--- config.mk ---
export PLATFORM = sky130hd
export DESIGN_NAME = exMemReg
export DESIGN_NICKNAME = d
export VERILOG_FILES = /design/src/hdl/isaPkg.sv /design/src/hdl/pipelineRegs.sv
export SDC_FILE = /design/constraint.sdc
export NUM_CORES = 1
export LEC_CHECK = 0
export BUFFER_PORTS_ARGS = -buffer_cell sky130_fd_sc_hd__buf_2
export CORE_UTILIZATION = 34
export DETAILED_ROUTE_END_ITERATION = 8
export GPL_TIMING_DRIVEN = 0
export PLACE_DENSITY = 0.86
export SYNTH_ARGS = -nofsm -noshare
export SYNTH_HDL_FRONTEND = slang
export SYNTH_SLANG_ARGS = --single-unit
--- constraint.sdc ---
create_clock -name clk -period 0.8 [get_ports clk]
set_clock_uncertainty 0.2 [all_clocks]
set_input_delay 0.12 -clock clk [delete_from_list [all_inputs] [get_ports clk]]
set_output_delay 0.12 -clock clk [all_outputs]
set_load 0.02 [all_outputs]
--- src/hdl/isaPkg.sv ---
// RV32I subset definitions: data width, opcode and ALU enums, funct values, no-op word
`default_nettype none

package isaPkg;

    localparam int xlen = 32;

    // Major opcodes of the supported subset
    typedef enum logic [6:0] {
        OP    = 7'b0110011,
        OPIMM = 7'b0010011,
        LUI   = 7'b0110111,
        LOAD  = 7'b0000011,
        STORE = 7'b0100011
    } opcodeT;

    typedef enum logic [2:0] {
        ALU_ADD,
        ALU_SUB,
        ALU_AND,
        ALU_OR,
        ALU_XOR,
        ALU_PASSB  // LUI passes the immediate
    } aluOpT;

    localparam logic [2:0] f3AddSub = 3'b000;
    localparam logic [2:0] f3Xor    = 3'b100;
    localparam logic [2:0] f3Or     = 3'b110;
    localparam logic [2:0] f3And    = 3'b111;
    localparam logic [2:0] f3Word   = 3'b010;  // LW / SW width

    localparam logic [6:0] f7Base = 7'b0000000;
    localparam logic [6:0] f7Alt  = 7'b0100000;  // SUB

    localparam logic [xlen-1:0] nopInst = 32'h0000_0013;  // ADDI x0,x0,0

endpackage

`default_nettype wire

--- src/hdl/pipelineRegs.sv ---
// Stage registers ifIdReg, idExReg, exMemReg and memWbReg
`timescale 1ns/100ps
`default_nettype none



module exMemReg (
    input  logic                    clk,
    input  logic                    rstN,
    input  logic                    idExRegWrite,
    input  logic                    idExMemRead,
    input  logic                    idExMemWrite,
    input  logic [4:0]              idExRd,
    input  logic [isaPkg::xlen-1:0] aluResult,
    input  logic [isaPkg::xlen-1:0] idExRData2,
    output logic                    exMemRegWrite,
    output logic                    exMemMemRead,
    output logic                    exMemMemWrite,
    output logic [4:0]              exMemRd,
    output logic [isaPkg::xlen-1:0] exMemAluResult,
    output logic [isaPkg::xlen-1:0] exMemRData2
);

    always_ff @(posedge clk) begin
        if (!rstN) begin
            exMemRegWrite <= 1'b0;
            exMemMemRead  <= 1'b0;
            exMemMemWrite <= 1'b0;
        end else begin
            exMemRegWrite <= idExRegWrite;
            exMemMemRead  <= idExMemRead;
            exMemMemWrite <= idExMemWrite;
        end
    end

    always_ff @(posedge clk) begin
        exMemRd        <= idExRd;
        exMemAluResult <= aluResult;  // Also the data address
        exMemRData2    <= idExRData2;  // Store data
    end

    // Decode must never mark one instruction as both load and store
    assert property (@(posedge clk) disable iff (!rstN) !(exMemMemRead && exMemMemWrite));

endmodule


`default_nettype wire

Word level (Yosys, flattened, before mapping)
Cells that the tools add are included.
{"block": "word_totals", "out_inout_bits": 72, "in_bits": 74, "elab_cells": 6, "register_bits": 72}

Logic depth before layout (Yosys ltp)
Gate-level depths: netlist (run 1).
{"block": "depth", "word_depth": 0, "depth_mapped": 1, "ltp_nobuf": 1}

Least setup slack after synthesis (run 1)
No wires, ideal clock.
{"block": "synth_timing", "path_type": "flip-flop to output port", "from": "register exMemAluResult[0] (netlist bit)", "to": "output exMemAluResult[0] (netlist bit)", "stages_incl_launch_ff": 1, "path_buffers": 0, "setup_slack_ps": 85, "t_arrival_ps": 395, "cell_sequence": "dfxtp_1"}
{"item": "start, declared", "line": "pipelineRegs.sv:20", "rtl": "output logic [isaPkg::xlen-1:0] exMemAluResult,"}
{"item": "start signal, assigned", "line": "pipelineRegs.sv:38", "rtl": "exMemAluResult <= aluResult;"}
No word-level cell between the ends.

Final worst setup path (run 1)
{"block": "layout_timing", "from": "register exMemRData2[20] (netlist bit)", "to": "output exMemRData2[20] (netlist bit)"}
{"item": "start, declared", "line": "pipelineRegs.sv:21", "rtl": "output logic [isaPkg::xlen-1:0] exMemRData2"}
{"item": "start signal, assigned", "line": "pipelineRegs.sv:39", "rtl": "exMemRData2 <= idExRData2;"}
No word-level cell between the ends.

==> summary.md, run 1 <==
| Metric | Value |
|---|---|
| Synth top area cells | dfxtp_1 (99%), and2_1 (1.3%) |
| CTS Buf Count | 9 |
| Critical path, cell by cell | buf_6 |
| CP arrival | 0.79 ns |
| RSZ-0062 raised after global routing | true |
| TritonCTS clock tree | done |
| Cell taking the most area after synthesis | dfxtp_1 |
| PD cells | 2055 nW/µm² |
| Via count | 1436 |
| Critical Path Slowest Stage Cell | dfxtp_2 |
| Largest net degree at the start of global routing | 11 |
| DP Worst Slack | -0.01029 ns |
| Hold crit path type | in -> reg |
| Post-DP HPWL | 2.627 mm |
| Max-slew headroom | 93.05% |
| Fmax achieved | approximately 900 MHz |
| DIE HEIGHT | around 68 µm |
| Top-Level Pins | 146 |
| Fillers | approximately 170 |
| Slew Limit Fails | 0 |
| Nets | 374 |
| Area growth from synthesis to layout | 149.4% |
| Leak | 1.712 nW |
| Most common cell after layout, fill and taps aside | buf_2 |
| Synth Register Bits | 72 |
| Final Critical Period | 1.106 ns |
| DRT Wirelength | 5.764 mm |
| Count of cell types in the netlist | 2 |
| Overflow after GRT | 0 |
| Setup slack after layout | -0.3056 ns |
| DRC | 0 |
| First-pass GRT wire length | 7.900 mm |
| Synthesized area | 1460 µm² |
| Status | complete, but fails checks |
| WP buf/inv | 1 |
| DRT iter0 DRCs | 67 |
| Final hold slack | -0.1997 ns |
| Post-route ant nets | 0 |
| Mapped Cells | 75 |
| Initial antenna violation count | 1 |
| Die area | 4560 µm² |
| Vias per Instance | 4.068 |
| Clk slew on worst S/H paths | approximately 0.070 ns |
| Critical path peak fanout | 1 |
| # rows | 23 |
| GPL Wtd Cong | 0.6660 |
| CTS root buf | clkbuf_8 |
| Failing checks | negative hold slack, negative setup slack |
| Routed WL per cell | 16.33 µm |
| Die span in x | 67.53 µm |
| Worst setup SP type | flip-flop |
| WS Path Type | reg -> out |
| Slowest stage delay, CP | 0.34 ns |
| Postcts setup bufs | 0 |
| Hold buffers post-CTS | 69 |
| Ratio of cells with drive above 1 in the final layout | 75.83% |
| Crit. End Element | output pin |
| Slew @ Worst Pin | 0.1043 ns |
| All-Layer GR Usage | between 20% and 30% |
| Vias in the first global route | 1582 |
| # setup viols final | 72 |
| Core area | 4058 µm² |
| Max-Cap Viols | 0 |
| Final hold violation count | 3 |
| Clock sink count | 72 |
| Htree depth | 3 |
| Tot Pwr | 7.485 mW |
| Commonest non-fill, non-tap cells in the layout | buf_2 (73), dfxtp_2 (72), buf_6 (72) |
| Starting Density | 35.99% |
| CTS Buffer Depth | 2 |
| CP top delay family | flip-flops |
| Synth Warn # | 0 |
| Net Count, Synth | around 150 |
| Synth top area share | 98.71% |
| Mapped Avg Cell Area | 19.47 µm² |
| VDD IR max | 1.914 mV |
| First-pass DRT Iterations | 4 |
| PortBufs | 145 |
| Critical Path RT | 0.48 ns |
| Tcrit/Tclk final | 138.2% |
| Register area share after synthesis | 98.71% |
==> flip-flops by register name, summed over array words and instances, names as in the netlist <==
register / flops
exMemRegWrite: 1
exMemAluResult: 32
exMemMemWrite: 1
exMemMemRead: 1
exMemRd: 5
exMemRData2: 32
==> where the power goes <==
part / switching, mW / leakage, nW / internal (mW) / total [mW]
clock: 1.19 / 0.0842 / 1.24 / 2.43
sequential: 0.102 / 0.608 / 3.82 / 3.92
combinational: 0.438 / 1.02 / 0.694 / 1.13
==> kinds of logic (layout without fill, tap and decap cells) <==
logic type,Yosys count,count (layout),synth area share (%)
buf+inv,0,227,0
flops,72,72,98.71
other cells,0,1,0
simple gates,3,3,1.285
==> what timing repair did <==
| action | 4_1_cts | 5_1_grt |
|---|---|---|
| setup endpoints to repair | 72 | 72 |
| hold endpoints to repair | 72 | 3 |
| gates resized for setup | 213 | 3 |
==> through the flow <==
stage	instances	setup TNS, ns	cell area [µm²]	utilization (%)
5_1_grt	353	-23.06	3642	89.76
3_3_place_gp	270	0	2248	55.41
3_5_place_dp	270	-0.01029	2248	55.41
2_1_floorplan	75	0	1460	-
6_report	353	-20.86	3642	89.76
4_1_cts	352	-21.34	3636	89.61
==> routing by layer <==
layer  routed length, µm  global-route usage (%)
met4                 127                   14.10
met1                1825                   22.40
met3                 518                   10.30
met2                3293                   50.87
met5                   0                       0
==> worst paths after layout <==
path | start | cells past startpoint | end
worst max-delay path | exMemRData2[20] | 1 | exMemRData2[20]
worst min-delay path | idExMemWrite | 2 | exMemMemWrite
==> final cells by class <==
type                       count  area, µm²  area share, %
clock buffer                  12      155.1          4.260
multi-input combinational      3      18.77         0.5153
sequential                    72       1531          42.05
clock inverter                 1      5.005         0.1374
tap                           50      62.56          1.718
timing repair buffer         214       1867          51.25
antenna                        1      2.502        0.06870
==> synthesized netlist by cell type <==
cell     count
dfxtp_1     72
and2_1       3
Note: power is estimated with default switching activity, not from simulation.
==> run 2: changes to the inputs <==
- CORE_UTILIZATION: 34 -> 30
- PLACE_DENSITY: 0.86 -> 0.81
- clock period: 0.8 -> 1 ns (I/O delays scaled with it)
==> run 2 against run 1 <==
Effect of this change: the run ends with negative setup slack left; critical path type unchanged; sequential share of layout area decreased by 1.7 points; count of clock-buffer cells in the layout decreased by 3; worst hold slack improved by 0.44 ns; final area increased by 4.1%; largest cell class unchanged.
==> summary.md, run 2 (synthesis gave the netlist of run 1 again) <==
| Metric | Value |
|---|---|
| Die area | roughly 5200 µm² |
| Area growth from synthesis to layout | 159.6% |
| Starting Density | 31.12% |
| Cell Int Power | 5.535 mW |
| Final std cells w/o fill | 363 |
| Dpl cells | 274 |
| CTS root buf | clkbuf_8 |
| Hold crit path type | in -> reg |
| Core area | around 4700 µm² |
| WP buf/inv | 1 |
| CTS Buf Count | 9 |
| Post-place instance area | 2253 µm² |
| Slew Limit Fails | 0 |
| Max-Cap Viols | 0 |
| Final hold violation count | 0 |
| Top-Level Pins | 146 |
| Vias per Instance | 4.080 |
| Vias in the first global route | 1631 |
| Failing checks | negative setup slack |
| Status | complete, but fails checks |
| Critical Path Source | exMemRData2[28] |
| PD cells | 1857 nW/µm² |
| CP top delay family | flip-flops |
| Critical Path Slowest Stage Cell | dfxtp_2 |
| Setup slack after layout | -0.1653 ns |
| Die span in x | 71.77 µm |
| WS Path Type | reg -> out |
| TritonCTS clock tree | done |
| Tcrit/Tclk final | 116.5% |
| Max-slew headroom | 92.85% |
| Clk pwr share | 42.5% |
| Biggest regs | exMemAluResult (32), exMemRData2 (32), exMemRd (5) |
| Htree depth | 3 |
| Largest net degree at the start of global routing | 14 |
| Clock sink count | a little over 70 |
| DRT Wirelength | approximately 5.5 mm |
| # rows | 25 |
| GPL Wtd Cong | between 0.6 and 0.7 |
| Critical path peak fanout | 1 |
| CTS Buffer Depth | 2 |
| Switch Pwr | 1.504 mW |
| Crit. End Element | output pin |
| Overflow after GRT | 0 |
| Fmax achieved | 858.2 MHz |
| # setup viols final | 72 |
| Hold wc startpoint | aluResult[17] |
| DIE HEIGHT | 71.77 µm |
| DRC | 0 |
| Critical Path RT | 0.65 ns |
| Leak | ~1.8 nW |
| Critical path, cell by cell | buf_6 |
| Initial antenna violation count | 0 |
| Final Critical Period | between 1 and 1.5 ns |
| PortBufs | ~150 |
| Combinational cell fraction of total power | 13.0% |
| Final instance area | approximately 3800 µm² |
| DRT iter0 DRCs | 18 |
| Worst setup SP type | flip-flop |
| Diodes inserted | 0 |
| First-pass DRT Iterations | 4 |
| Sequential group share of total power | 44.5% |
| Nets | 378 |
| CP arrival | 0.82 ns |
| Commonest non-fill, non-tap cells in the layout | dlygate4sd3_1 (73), buf_2 (73), dfxtp_2 (72), buf_6 (72), clkbuf_8 (9) |
| All-Layer GR Usage | around 22% |
| Ratio of cells with drive above 1 in the final layout | 75.40% |
| RSZ-0062 raised after global routing | true |
| Routed WL per cell | approximately 15 µm |
| Sw frac | a little over a fifth |
| Slew @ Worst Pin | about 0.11 ns |
| VDD IR max | 1.554 mV |
| Post-DP HPWL | 2.559 mm |
| Clk slew on worst S/H paths | 0.09 ns |
| Via count | 1481 |
| Slowest stage delay, CP | 0.35 ns |
| First-pass GRT wire length | 7.900 mm |
| Post-route ant nets | 0 |
==> run 2: changes by cell type in the layout (fill, tap and decap cells not counted), sizes merged <==
cell         previous run  this run
bufinv                  0         4
dlygate4sd3            69        73
clkbuf                 12         9
clkinv                  1         2
diode                   1         0
inv                     0         1
==> run 2: cell type report <==
class | count | area (µm²)
fill | 266 | 900.9
tap | 54 | 67.56
clock buffer | 9 | 123.9
timing repair buffer | 218 | 1907
clock inverter | 7 | 142.6
multi-input combinational | 3 | 18.77
sequential | 72 | 1531
==> run 2: routing by layer <==
metal / vias to the layer above / share of wire (%) / global-route usage [%]
li1: 687 / - / -
met1: 668 / 31 / 18.52
met2: 106 / 57 / 42.66
met3: 20 / 8.2 / 8.579
met4: 0 / 3.4 / 14.16
met5: - / 0 / 0
==> run 2: worst paths after layout <==
check,depth (start not counted),end
min,2,exMemAluResult[17]
max,1,exMemRData2[28]
==> run 2: power groups by stage <==
stage                     Sequential, mW  Clock [mW]  Combinational (mW)
after floorplan                     3.33           0             0.00385
after global placement              3.12           0               0.488
after detailed placement            3.12           0               0.494
after CTS                           3.12        3.00               0.889
after global routing                3.14        3.18               0.957
final                               3.13        2.99               0.918
==> run 2: repair_timing <==
item,CTS,global route
pin swaps,0,0
setup buffers,0,0
hold buffers,73,0
endpoints found under the hold margin,72,0
resized for setup,213,3
endpoints found under the setup margin,72,72
==> run 2: stage by stage <==
step	setup slack [ns]	power, mW	setup TNS [ns]	hold WS (ns)	util, %
after floorplan	0.2549	3.330	0	-0.02228	-
after global placement	0.1873	3.604	0	0.05265	48.03
after detailed placement	0.1834	3.614	0	0.05357	48.03
after CTS	-0.1483	7.013	-9.948	0.2276	80.72
after global routing	-0.1939	7.277	-11.77	0.2129	80.80
final	-0.1653	7.039	-9.478	0.2357	80.80
